==> src/design/tiny_yolo_defs.svh <==
`ifndef TINY_YOLO_DEFS_SVH
`define TINY_YOLO_DEFS_SVH

// --------------------------------------------------------------------------
// datapath widths
// --------------------------------------------------------------------------
`define YOLO_PIX_WIDTH          8
`define YOLO_WORD_WIDTH         64
`define YOLO_BYTES_PER_WORD     8

// register bus
`define YOLO_REG_WIDTH          32
`define YOLO_REG_ADDR_WIDTH     3

// image geometry, longest row held in the line buffer
`define YOLO_MAX_WIDTH          64
`define YOLO_DIM_WIDTH          7

// --------------------------------------------------------------------------
// register map
// --------------------------------------------------------------------------
`define YOLO_ADDR_CTRL          3'd0
`define YOLO_ADDR_WIDTH         3'd1
`define YOLO_ADDR_HEIGHT        3'd2
`define YOLO_ADDR_STATUS        3'd3

`endif

==> src/design/tiny_yolo_pkg.sv <==
`default_nettype none

`include "tiny_yolo_defs.svh"

package tiny_yolo_pkg;

    // stream data
    typedef logic signed [`YOLO_PIX_WIDTH-1:0] pix_t;
    typedef logic [`YOLO_PIX_WIDTH-1:0] pool_t;
    typedef logic [`YOLO_WORD_WIDTH-1:0] out_word_t;

    // register access
    typedef logic [`YOLO_REG_WIDTH-1:0] reg_data_t;

    typedef enum logic [`YOLO_REG_ADDR_WIDTH-1:0] {
        REG_CTRL   = `YOLO_ADDR_CTRL,
        REG_WIDTH  = `YOLO_ADDR_WIDTH,
        REG_HEIGHT = `YOLO_ADDR_HEIGHT,
        REG_STATUS = `YOLO_ADDR_STATUS
    } reg_addr_e;

    // layer sequencing
    typedef enum logic [1:0] {
        LAYER_IDLE,
        LAYER_BUSY,
        LAYER_DONE
    } layer_state_e;

endpackage

`default_nettype wire

==> src/design/max_pool_2x2.sv <==
`timescale 1ns/1ps
`default_nettype none

`include "tiny_yolo_defs.svh"

module max_pool_2x2 (
    input  wire logic                aclk,
    input  wire logic                reset,
    input  wire tiny_yolo_pkg::pix_t win_tl,
    input  wire tiny_yolo_pkg::pix_t win_tr,
    input  wire tiny_yolo_pkg::pix_t win_bl,
    input  wire tiny_yolo_pkg::pix_t win_br,
    input  wire logic                win_valid,
    input  wire logic                win_last,
    output tiny_yolo_pkg::pool_t     pool_data,
    output logic                     pool_valid,
    output logic                     pool_last
);

    tiny_yolo_pkg::pool_t top_max_q;
    tiny_yolo_pkg::pool_t bot_max_q;
    logic                 s1_valid;
    logic                 s1_last;

    // negative pixels go to zero
    function automatic tiny_yolo_pkg::pool_t relu(input tiny_yolo_pkg::pix_t p);
        return p[`YOLO_PIX_WIDTH-1] ? '0 : tiny_yolo_pkg::pool_t'(p);
    endfunction

    function automatic tiny_yolo_pkg::pool_t max2(input tiny_yolo_pkg::pool_t a,
                                                  input tiny_yolo_pkg::pool_t b);
        return (a > b) ? a : b;
    endfunction

    // --------------------------------------------------------------------------
    // stage 1, relu and row maxima
    // --------------------------------------------------------------------------
    always_ff @(posedge aclk) begin
        top_max_q <= max2(relu(win_tl), relu(win_tr));
        bot_max_q <= max2(relu(win_bl), relu(win_br));
    end

    // --------------------------------------------------------------------------
    // stage 2, window maximum
    // --------------------------------------------------------------------------
    always_ff @(posedge aclk) begin
        pool_data <= max2(top_max_q, bot_max_q);
    end

    // flags ride along with the data
    always_ff @(posedge aclk) begin
        if (reset) begin
            s1_valid   <= 1'b0;
            s1_last    <= 1'b0;
            pool_valid <= 1'b0;
            pool_last  <= 1'b0;
        end else begin
            s1_valid   <= win_valid;
            s1_last    <= win_valid && win_last;
            pool_valid <= s1_valid;
            pool_last  <= s1_last;
        end
    end

endmodule

`default_nettype wire

==> src/design/pixel_line_buffer.sv <==
`timescale 1ns/1ps
`default_nettype none

`include "tiny_yolo_defs.svh"

module pixel_line_buffer (
    input  wire logic                       aclk,
    input  wire logic                       reset,
    input  wire logic                       layer_start,
    input  wire logic                       layer_busy,
    input  wire logic [`YOLO_DIM_WIDTH-1:0] img_width,
    input  wire logic [`YOLO_DIM_WIDTH-1:0] img_height,
    input  wire tiny_yolo_pkg::pix_t        pix_data,
    input  wire logic                       pix_valid,
    output tiny_yolo_pkg::pix_t             win_tl,
    output tiny_yolo_pkg::pix_t             win_tr,
    output tiny_yolo_pkg::pix_t             win_bl,
    output tiny_yolo_pkg::pix_t             win_br,
    output logic                            win_valid,
    output logic                            win_last
);

    localparam int IDX_W = $clog2(`YOLO_MAX_WIDTH);

    tiny_yolo_pkg::pix_t        row_mem [`YOLO_MAX_WIDTH];
    tiny_yolo_pkg::pix_t        top_left_q;
    tiny_yolo_pkg::pix_t        bot_left_q;
    logic [`YOLO_DIM_WIDTH-1:0] col_q;
    logic [`YOLO_DIM_WIDTH-1:0] row_q;
    logic [IDX_W-1:0]           col_idx;
    logic                       accept;
    logic                       col_end;
    logic                       row_end;
    logic                       win_hit;

    assign accept  = pix_valid && layer_busy;
    assign col_idx = col_q[IDX_W-1:0];
    assign col_end = (col_q == img_width - 1'b1);
    assign row_end = (row_q == img_height - 1'b1);
    // bottom-right pixel of a window: odd row, odd column
    assign win_hit = accept && row_q[0] && col_q[0];

    // raster position
    always_ff @(posedge aclk) begin
        if (reset) begin
            col_q <= '0;
            row_q <= '0;
        end else if (layer_start) begin
            col_q <= '0;
            row_q <= '0;
        end else if (accept) begin
            if (col_end) begin
                col_q <= '0;
                row_q <= row_end ? '0 : row_q + 1'b1;
            end else begin
                col_q <= col_q + 1'b1;
            end
        end
    end

    // even rows fill the memory, odd rows park the left column
    always_ff @(posedge aclk) begin
        if (accept) begin
            if (!row_q[0]) begin
                row_mem[col_idx] <= pix_data;
            end else if (!col_q[0]) begin
                top_left_q <= row_mem[col_idx];
                bot_left_q <= pix_data;
            end
        end
    end

    // window pixels
    always_ff @(posedge aclk) begin
        if (win_hit) begin
            win_tl <= top_left_q;
            win_tr <= row_mem[col_idx];
            win_bl <= bot_left_q;
            win_br <= pix_data;
        end
    end

    always_ff @(posedge aclk) begin
        if (reset) begin
            win_valid <= 1'b0;
            win_last  <= 1'b0;
        end else begin
            win_valid <= win_hit;
            win_last  <= win_hit && row_end && col_end;
        end
    end

    assert property (@(posedge aclk) disable iff (reset)
        (accept && !row_q[0]) |=> !win_valid);

endmodule

`default_nettype wire

==> src/design/pool_word_packer.sv <==
`timescale 1ns/1ps
`default_nettype none

`include "tiny_yolo_defs.svh"

module pool_word_packer (
    input  wire logic                 aclk,
    input  wire logic                 reset,
    input  wire logic                 layer_start,
    input  wire tiny_yolo_pkg::pool_t pool_data,
    input  wire logic                 pool_valid,
    input  wire logic                 pool_last,
    output tiny_yolo_pkg::out_word_t  out_word,
    output logic                      out_valid,
    output logic                      out_last,
    output logic                      layer_end
);

    localparam int CNT_W = $clog2(`YOLO_BYTES_PER_WORD);

    tiny_yolo_pkg::out_word_t word_q;
    tiny_yolo_pkg::out_word_t word_next;
    logic [CNT_W-1:0]         byte_cnt;
    logic                     emit;

    // lowest byte first, unfilled bytes stay zero
    assign word_next = word_q | (tiny_yolo_pkg::out_word_t'(pool_data) << {byte_cnt, 3'b000});
    assign emit      = pool_valid && ((byte_cnt == CNT_W'(`YOLO_BYTES_PER_WORD - 1)) || pool_last);

    always_ff @(posedge aclk) begin
        if (reset || layer_start) begin
            byte_cnt <= '0;
            word_q   <= '0;
        end else if (emit) begin
            byte_cnt <= '0;
            word_q   <= '0;
        end else if (pool_valid) begin
            byte_cnt <= byte_cnt + 1'b1;
            word_q   <= word_next;
        end
    end

    always_ff @(posedge aclk) begin
        if (emit) begin
            out_word <= word_next;
        end
    end

    always_ff @(posedge aclk) begin
        if (reset) begin
            out_valid <= 1'b0;
            out_last  <= 1'b0;
        end else begin
            out_valid <= emit;
            out_last  <= pool_valid && pool_last;
        end
    end

    // final word closes the layer
    assign layer_end = out_last;

    assert property (@(posedge aclk) disable iff (reset) out_last |-> out_valid);

endmodule

`default_nettype wire

==> src/design/tiny_yolo.sv <==
`timescale 1ns/1ps
`default_nettype none

`include "tiny_yolo_defs.svh"

module tiny_yolo (
    input  wire logic                       aclk,
    input  wire logic                       reset,
    input  wire logic                       reg_wr_en,
    input  wire logic                       reg_rd_en,
    input  wire tiny_yolo_pkg::reg_addr_e   reg_addr,
    input  wire tiny_yolo_pkg::reg_data_t   reg_wdata,
    output tiny_yolo_pkg::reg_data_t        reg_rdata,
    input  wire tiny_yolo_pkg::pix_t        pix_data,
    input  wire logic                       pix_valid,
    output tiny_yolo_pkg::out_word_t        out_word,
    output logic                            out_valid,
    output logic                            out_last
);

    // --------------------------------------------------------------------------
    // internal wires
    // --------------------------------------------------------------------------
    logic                       layer_start;
    logic                       layer_busy;
    logic                       layer_end;
    logic [`YOLO_DIM_WIDTH-1:0] img_width;
    logic [`YOLO_DIM_WIDTH-1:0] img_height;

    // window stream
    tiny_yolo_pkg::pix_t        win_tl;
    tiny_yolo_pkg::pix_t        win_tr;
    tiny_yolo_pkg::pix_t        win_bl;
    tiny_yolo_pkg::pix_t        win_br;
    logic                       win_valid;
    logic                       win_last;

    // pooled byte stream
    tiny_yolo_pkg::pool_t       pool_data;
    logic                       pool_valid;
    logic                       pool_last;

    yolo_cfg_regs u_yolo_cfg_regs (
        .aclk        (aclk),
        .reset       (reset),
        .reg_wr_en   (reg_wr_en),
        .reg_rd_en   (reg_rd_en),
        .reg_addr    (reg_addr),
        .reg_wdata   (reg_wdata),
        .reg_rdata   (reg_rdata),
        .layer_end   (layer_end),
        .layer_start (layer_start),
        .layer_busy  (layer_busy),
        .img_width   (img_width),
        .img_height  (img_height)
    );

    pixel_line_buffer u_pixel_line_buffer (
        .aclk        (aclk),
        .reset       (reset),
        .layer_start (layer_start),
        .layer_busy  (layer_busy),
        .img_width   (img_width),
        .img_height  (img_height),
        .pix_data    (pix_data),
        .pix_valid   (pix_valid),
        .win_tl      (win_tl),
        .win_tr      (win_tr),
        .win_bl      (win_bl),
        .win_br      (win_br),
        .win_valid   (win_valid),
        .win_last    (win_last)
    );

    max_pool_2x2 u_max_pool_2x2 (
        .aclk        (aclk),
        .reset       (reset),
        .win_tl      (win_tl),
        .win_tr      (win_tr),
        .win_bl      (win_bl),
        .win_br      (win_br),
        .win_valid   (win_valid),
        .win_last    (win_last),
        .pool_data   (pool_data),
        .pool_valid  (pool_valid),
        .pool_last   (pool_last)
    );

    pool_word_packer u_pool_word_packer (
        .aclk        (aclk),
        .reset       (reset),
        .layer_start (layer_start),
        .pool_data   (pool_data),
        .pool_valid  (pool_valid),
        .pool_last   (pool_last),
        .out_word    (out_word),
        .out_valid   (out_valid),
        .out_last    (out_last),
        .layer_end   (layer_end)
    );

endmodule

`default_nettype wire

==> src/design/yolo_cfg_regs.sv <==
`timescale 1ns/1ps
`default_nettype none

`include "tiny_yolo_defs.svh"

module yolo_cfg_regs (
    input  wire logic                       aclk,
    input  wire logic                       reset,
    input  wire logic                       reg_wr_en,
    input  wire logic                       reg_rd_en,
    input  wire tiny_yolo_pkg::reg_addr_e   reg_addr,
    input  wire tiny_yolo_pkg::reg_data_t   reg_wdata,
    output tiny_yolo_pkg::reg_data_t        reg_rdata,
    input  wire logic                       layer_end,
    output logic                            layer_start,
    output logic                            layer_busy,
    output logic [`YOLO_DIM_WIDTH-1:0]      img_width,
    output logic [`YOLO_DIM_WIDTH-1:0]      img_height
);

    tiny_yolo_pkg::layer_state_e state_q;
    logic                        start_req;
    logic                        layer_done;

    // start bit written to CTRL, only honoured outside a running layer
    assign start_req   = reg_wr_en && (reg_addr == tiny_yolo_pkg::REG_CTRL) && reg_wdata[0];
    assign layer_start = start_req && (state_q != tiny_yolo_pkg::LAYER_BUSY);
    assign layer_busy  = (state_q == tiny_yolo_pkg::LAYER_BUSY);
    assign layer_done  = (state_q == tiny_yolo_pkg::LAYER_DONE);

    // --------------------------------------------------------------------------
    // layer FSM
    // --------------------------------------------------------------------------
    always_ff @(posedge aclk) begin
        if (reset) begin
            state_q <= tiny_yolo_pkg::LAYER_IDLE;
        end else begin
            case (state_q)
                tiny_yolo_pkg::LAYER_BUSY: begin
                    if (layer_end) begin
                        state_q <= tiny_yolo_pkg::LAYER_DONE;
                    end
                end
                // idle or done, wait for the next start
                default: begin
                    if (layer_start) begin
                        state_q <= tiny_yolo_pkg::LAYER_BUSY;
                    end
                end
            endcase
        end
    end

    // image size registers
    always_ff @(posedge aclk) begin
        if (reset) begin
            img_width  <= '0;
            img_height <= '0;
        end else if (reg_wr_en) begin
            if (reg_addr == tiny_yolo_pkg::REG_WIDTH) begin
                img_width <= reg_wdata[`YOLO_DIM_WIDTH-1:0];
            end
            if (reg_addr == tiny_yolo_pkg::REG_HEIGHT) begin
                img_height <= reg_wdata[`YOLO_DIM_WIDTH-1:0];
            end
        end
    end

    // registered read port, holds until the next strobe
    always_ff @(posedge aclk) begin
        if (reset) begin
            reg_rdata <= '0;
        end else if (reg_rd_en) begin
            case (reg_addr)
                tiny_yolo_pkg::REG_WIDTH:  reg_rdata <= tiny_yolo_pkg::reg_data_t'(img_width);
                tiny_yolo_pkg::REG_HEIGHT: reg_rdata <= tiny_yolo_pkg::reg_data_t'(img_height);
                tiny_yolo_pkg::REG_STATUS: begin
                    reg_rdata <= tiny_yolo_pkg::reg_data_t'({layer_done, layer_busy});
                end
                default:                   reg_rdata <= '0;
            endcase
        end
    end

    // the packer only closes a layer that was started here
    assert property (@(posedge aclk) disable iff (reset)
        layer_end |-> (state_q == tiny_yolo_pkg::LAYER_BUSY));

endmodule

`default_nettype wire

==> config.mk <==
export PLATFORM = sky130hd
export DESIGN_NAME = tiny_yolo
export DESIGN_NICKNAME = d
export VERILOG_FILES = /design/src/design/tiny_yolo_pkg.sv /design/src/design/max_pool_2x2.sv /design/src/design/pixel_line_buffer.sv /design/src/design/pool_word_packer.sv /design/src/design/tiny_yolo.sv /design/src/design/yolo_cfg_regs.sv
export VERILOG_INCLUDE_DIRS = /design/src /design/src/design
export SDC_FILE = /design/constraint.sdc
export NUM_CORES = 1
export LEC_CHECK = 0
export BUFFER_PORTS_ARGS = -buffer_cell sky130_fd_sc_hd__clkbuf_2
export CAP_MARGIN = 5
export CORE_MARGIN = 1.5
export CORE_UTILIZATION = 37
export CTS_BUF_LIST = sky130_fd_sc_hd__clkbuf_8
export DETAILED_ROUTE_END_ITERATION = 7
export GPL_ROUTABILITY_DRIVEN = 1
export PLACE_DENSITY = 0.62
export SLEW_MARGIN = 20
export SYNTH_ARGS = -nofsm -noshare
export SYNTH_HDL_FRONTEND = slang
export SYNTH_SLANG_ARGS = --single-unit
==> constraint.sdc <==
create_clock -name aclk -period 2.8 [get_ports aclk]
set_input_delay 0.14 -clock aclk [delete_from_list [all_inputs] [get_ports aclk]]
set_output_delay 0.14 -clock aclk [all_outputs]
set_load 0.01 [all_outputs]
### Yosys cells after proc, flatten, opt, wreduce, memory -nomap -nowiden

Memory sizes are Yosys's and may differ from the RTL's. A register that Yosys moved wholly into a read port is not among the register bits.
Index checks and enable logic that the tools add are counted.

| cells by class | value |
|---|---|
| add/subtract/negate cells | 5 |
| order comparisons | 3 |
| eq/ne operators | 10 |
| shifts and indexed selects | 1 |
| mux-type cells | 18 |
| bitwise operators | 2 |
| reductions and logical operators | 22 |

Operators with widths:

| cell | number |
|---|---|
| $or A64 B64 Y64 | 1 |
| $shl A8 B6 Y64 | 1 |
| $mux W7 | 6 |
| $gt A8 B8 Y1 | 3 |
| $mux W8 | 3 |
| $pmux W7 S3 | 1 |
| $add A7 B1 Y7 const B | 2 |
| $eq A7 B7 Y1 | 2 |
| $sub A7 B1 Y7 const B | 2 |
| $mux W6 | 2 |
| $logic_and A1 B1 Y1 | 11 |
| $reduce_and A2 Y1 | 4 |
| $eq A3 B2 Y1 const B | 2 |
| $mux W2 | 3 |
| $ne A2 B1 Y1 const B | 2 |
| $reduce_or A2 Y1 | 2 |
| $add A3 B1 Y3 const B | 1 |
| $eq A3 B1 Y1 const B | 1 |
| $eq A3 B3 Y1 const B | 1 |
| $logic_not A3 Y1 | 1 |
| $mux W1 | 3 |
| $reduce_and A3 Y1 | 1 |
| $eq A2 B1 Y1 const B | 1 |
| $eq A2 B2 Y1 const B | 1 |
| other kinds (3) | 4 |

| word-level totals | value |
|---|---|
| register bits after elaboration | 273 |
| RAM bits | 512 |
| input bits | 48 |
| output and inout port bits | 98 |
| word-level logic and storage cells | 88 |
| memories kept | 1 |

Memory list:

| name | depth | bits a word | read ports | clocked after Yosys merged registers in | wr ports | line | RTL |
|---|---|---|---|---|---|---|---|
| u_pixel_line_buffer.row_mem | 64 | 8 | 1 | 1 | 1 | pixel_line_buffer.sv:25 | `` tiny_yolo_pkg::pix_t row_mem [`YOLO_MAX_WIDTH]; `` |

### Longest topological paths before layout

| depth | value |
|---|---|
| depth after elaboration | 6 |
| mapped depth | 10 |
| gate-level depth less buffers | 9 |

### Modules after synthesis

Synthesis repeated with hierarchy kept, for this count alone.

| unflattened totals | value |
|---|---|
| cells, all modules | 1,703 |
| area total of the unflattened synthesis | 29,906.2 µm² |

Modules (own cells, without submodules):

| module | instances | cells an instance | area an instance (µm²) | sequential area each (µm²) |
|---|---|---|---|---|
| pixel_line_buffer | 1 | 1,031 | 22,510.3 | 17,256.6 |
| pool_word_packer | 1 | 395 | 4,774.6 | 3,303.2 |
| max_pool_2x2 | 1 | 154 | 1,481.4 | 500.5 |
| yolo_cfg_regs | 1 | 123 | 1,139.8 | 460.4 |

### Worst setup path before layout

OpenSTA, ideal clock, no wires.

| timing path | value |
|---|---|
| kind | register to register |
| start point | register (tool-made name) |
| end point | register u_pixel_line_buffer.top_left_q[0] (read register of u_pixel_line_buffer.row_mem), data pin |
| setup time | 276 ps |
| arrival time | 2,207 ps |
| required time | 2,524 ps |
| path slack | 317 ps |
| stages on the path, launching flop included | 8 |
| path buffers | 3 |
| period minus slack after synthesis | 2,483 ps |
| path through | dfxtp_1 > buf_2 > buf_6 > buf_2 > mux4_2 > mux4_2 > mux2i_1 > a21oi_1 |

RTL lines:

| element | line | RTL |
|---|---|---|
| end, declared | pixel_line_buffer.sv:26 | `tiny_yolo_pkg::pix_t top_left_q;` |

==> flow_summary.yaml <==
final_layout:
  diodes: 0
  drive_gt1_share_pct: 26.74
  finalNonFillerCells: 3107
  utilization_pct: 43.47
  multiInputGateArea_um2: 7589
  fin_area_um2: 34230
  nets: 2037
  fillers: 6865
  seq_area_um2: 21130
  syn2layout_area_growth_pct: 16.72
worst_setup_path:
  r2r_slack_ns: 0.06
  path_class: "reg2reg"
  critPathMaxStageDelay_ns: 0.56
  crit_family: "multiplexers"
  arrival_ns: 3.13
  reg2reg_depth: 7
  cp_max_fo: 11
  path_cells: "buf_12 > buf_12 > mux4_2 > mux4_2 > mux2i_2 > buf_4 > a21oi_1"
  end_kind: "register"
  cp_num_buf_inv: 3
  crit_slowest_cell: "mux4_2"
  regToRegEndpoint: "u_pixel_line_buffer.top_left_q[6]"
  cp-start-kind: "register"
  worstPathRequired_ns: 3.19
placed_design:
  numPlacedInstances: 2869
  placed_area_um2: 31790
  portBuffers: 87
  post-dp-hpwl_mm: 39.36
  place.gp.congestion: 0.8150
logic_synthesis:
  seq_area_frac_synth_pct: 72.01
  ys_ff_latch: 747
  async_flop_share_pct: 0
  ys_top_cells_by_area: "edfxtp_1 63%, mux4_2 12%, dfxtp_1 8.9%, nor2_1 2.3%, a21o_1 1.5%"
  yosys.area.top_type: "edfxtp_1"
  synth_common_cells: "616 x edfxtp_1, 180 x nor2_1, 160 x mux4_2, 131 x dfxtp_1, 84 x a21oi_1"
  synth_area_um2: 29330
  synth.distinct_cells: 61
  syn_area_per_cell_um2: 17.38
  yosys.area.top_type_share_pct: 63.07
  synth.most_common_cell: "edfxtp_1"
  synth_edf_count: 616
  synthFlopType: "edfxtp_1"
  synth.yosys.warnings: 0
  synthCells: 1687
global_routing:
  grt_max_degree: 67
  gr-usage-all-layers_pct: 14.97
  globalRoute.busiestLayer: "met2"
  grt.overflow.total: 0
  antenna_found_initial: 0
  grt_pass1_vias: 15898
  grtUsageMet2_pct: 24.42
  met1_usage_pct: 20.17
  use_met3_pct: 2.921
  grt_pass1_wl_mm: 93.50
floorplan:
  start_util_pct: 37.25
  die_x_um: 284.5
  num_rows: 103
  die_height_um: 284.5
  dieArea_um2: 80960
  core-area_um2: 78740
  io_pins: 146
detailed_routing:
  vias_per_cell: 4.926
  dr.pass1.iters: 5
  ant_nets: 0
  drc: 0
  drt-total-wl_mm: 60.70
  wl_per_cell_um: 19.54
  drt-initial-drc-count: 1178
  vias: 15306
cts:
  cts.clk_slew.worst_paths_ns: 0.07
  cts_tree: "yes"
  cts_max_level: 3
  cts_inserted_buffers: 117
  clock-sinks: 747
  clk_latency_ns: 0.73
  cts_root_buf: "clkbuf_8"
  clock_path_buffers: 3
sta:
  skew_ns: 0.04935
  worst_pin_slew_ns: 0.8623
  period_minus_slack_ns: 2.743
  slew_headroom_pct: 42.51
  finalMaxSlewViolations: 0
  setup_viol: 0
  hold_viol: 0
  rsz0062_at_grt: "no"
  fmax_ghz: 0.3646
  fin_crit_sh_pct: 97.95
power:
  power.leakage_uw: 0.01184
  p_per_area_nw_per_um2: 612.3
  ir_drop_uv: 326.7
run:
  timing.max_cap.violations: 0
min_path:
  hp-class: "in2reg"
  hold_end: "u_pixel_line_buffer.row_mem[62][6]"
  holdPathStages: 1
  hp-start: "pix_data[6]"
outcome:
  status: "complete, no violations"
-- kinds of logic after synthesis --
family                     share of synthesized area [%]
AOI/OAI and AO/OA                                  4.164
xor gates and xnor gates                          0.7466
adders and majority gates                          1.152
buffers and inverters                              2.551
DFF                                                72.01
muxes                                              13.89
other                                            0.01279
and+or+nand+nor                                    5.469
-- layout by cell type (no fill, tap or decap), types with 20 or more instances in the layout --
cell	count
edfxtp_1	616
nor2_1	180
mux4_2	160
dfxtp_1	128
clkbuf_8	123
buf_4	108
clkbuf_2	87
a21oi_1	84
inv_1	68
a21o_1	59
nand2_1	47
mux2i_1	37
nand2b_1	33
conb_1	33
nor2b_1	31
clkinv_1	28
ha_1	27
dlygate4sd3_1	22
buf_12	20
-- layout make-up --
class	instances	area share [%]
timing repair buffer	238	5.486
sequential	747	61.72
clock buffer	123	4.945
inverter	33	0.3619
tap	1050	3.838
multi-input combinational	825	22.17
clock inverter	91	1.477
-- registers in the layout, indices dropped and copies added (netlist names), 8 cells and up, named ones only --
| signal | cells |
|---|---|
| u_pixel_line_buffer.row_mem | 512 |
| u_pool_word_packer.out_word | 56 |
| u_pool_word_packer.word_q | 56 |
| u_pixel_line_buffer.bot_left_q | 8 |
| u_pixel_line_buffer.top_left_q | 8 |
| u_pixel_line_buffer.win_bl | 8 |
| u_pixel_line_buffer.win_br | 8 |
| u_pixel_line_buffer.win_tl | 8 |
| u_pixel_line_buffer.win_tr | 8 |
-- how the worst max path moves through the flow --
stage,startpoint,endpoint,slack [ns],depth (start not counted)
floorplan,register,u_pixel_line_buffer.top_left_q[0],0.32,7
global placement,register,u_pixel_line_buffer.win_tr[0],-0.1,6
detailed placement,register,u_pixel_line_buffer.top_left_q[0],-0.05,6
CTS,register,u_pixel_line_buffer.top_left_q[6],0.02,7
global route,register,u_pixel_line_buffer.win_tr[6],0.004,7
finish,register,u_pixel_line_buffer.top_left_q[6],0.06,7
-- timing repair --
item	in CTS	in global routing
hold buffers	22	0
setup buffers	0	2
setup endpoints to repair	4	7
gates resized for setup	2	1
hold endpoints to repair	191	0
-- layer usage --
layer  wire (um)  up-vias  share of wire, %
li1            -     7029                 -
met1       26990     7737                44
met2       29380      439                48
met3        3040      101               5.0
met4        1296        0               2.1
met5           0        -                 0
-- through the flow --
step           hold WS (ns)  setup TNS [ns]  setup WS [ns]  total power (uW)
6_report            0.06367               0        0.05745             20960
5_1_grt             0.09058               0       0.003535             21720
4_1_cts             0.01552               0        0.01880             21230
3_5_place_dp         0.4045        -0.09096       -0.04548             12590
3_3_place_gp         0.4031         -0.1935       -0.09673             12570
2_1_floorplan        0.2196               0         0.3169             12420
-- report_power, final --
group	switching, uW	internal (uW)	total, uW
clock network	4150	4440	8580
logic	251	121	372
registers	8.47	12000	12000
Power figures use the tool's default switching activity.
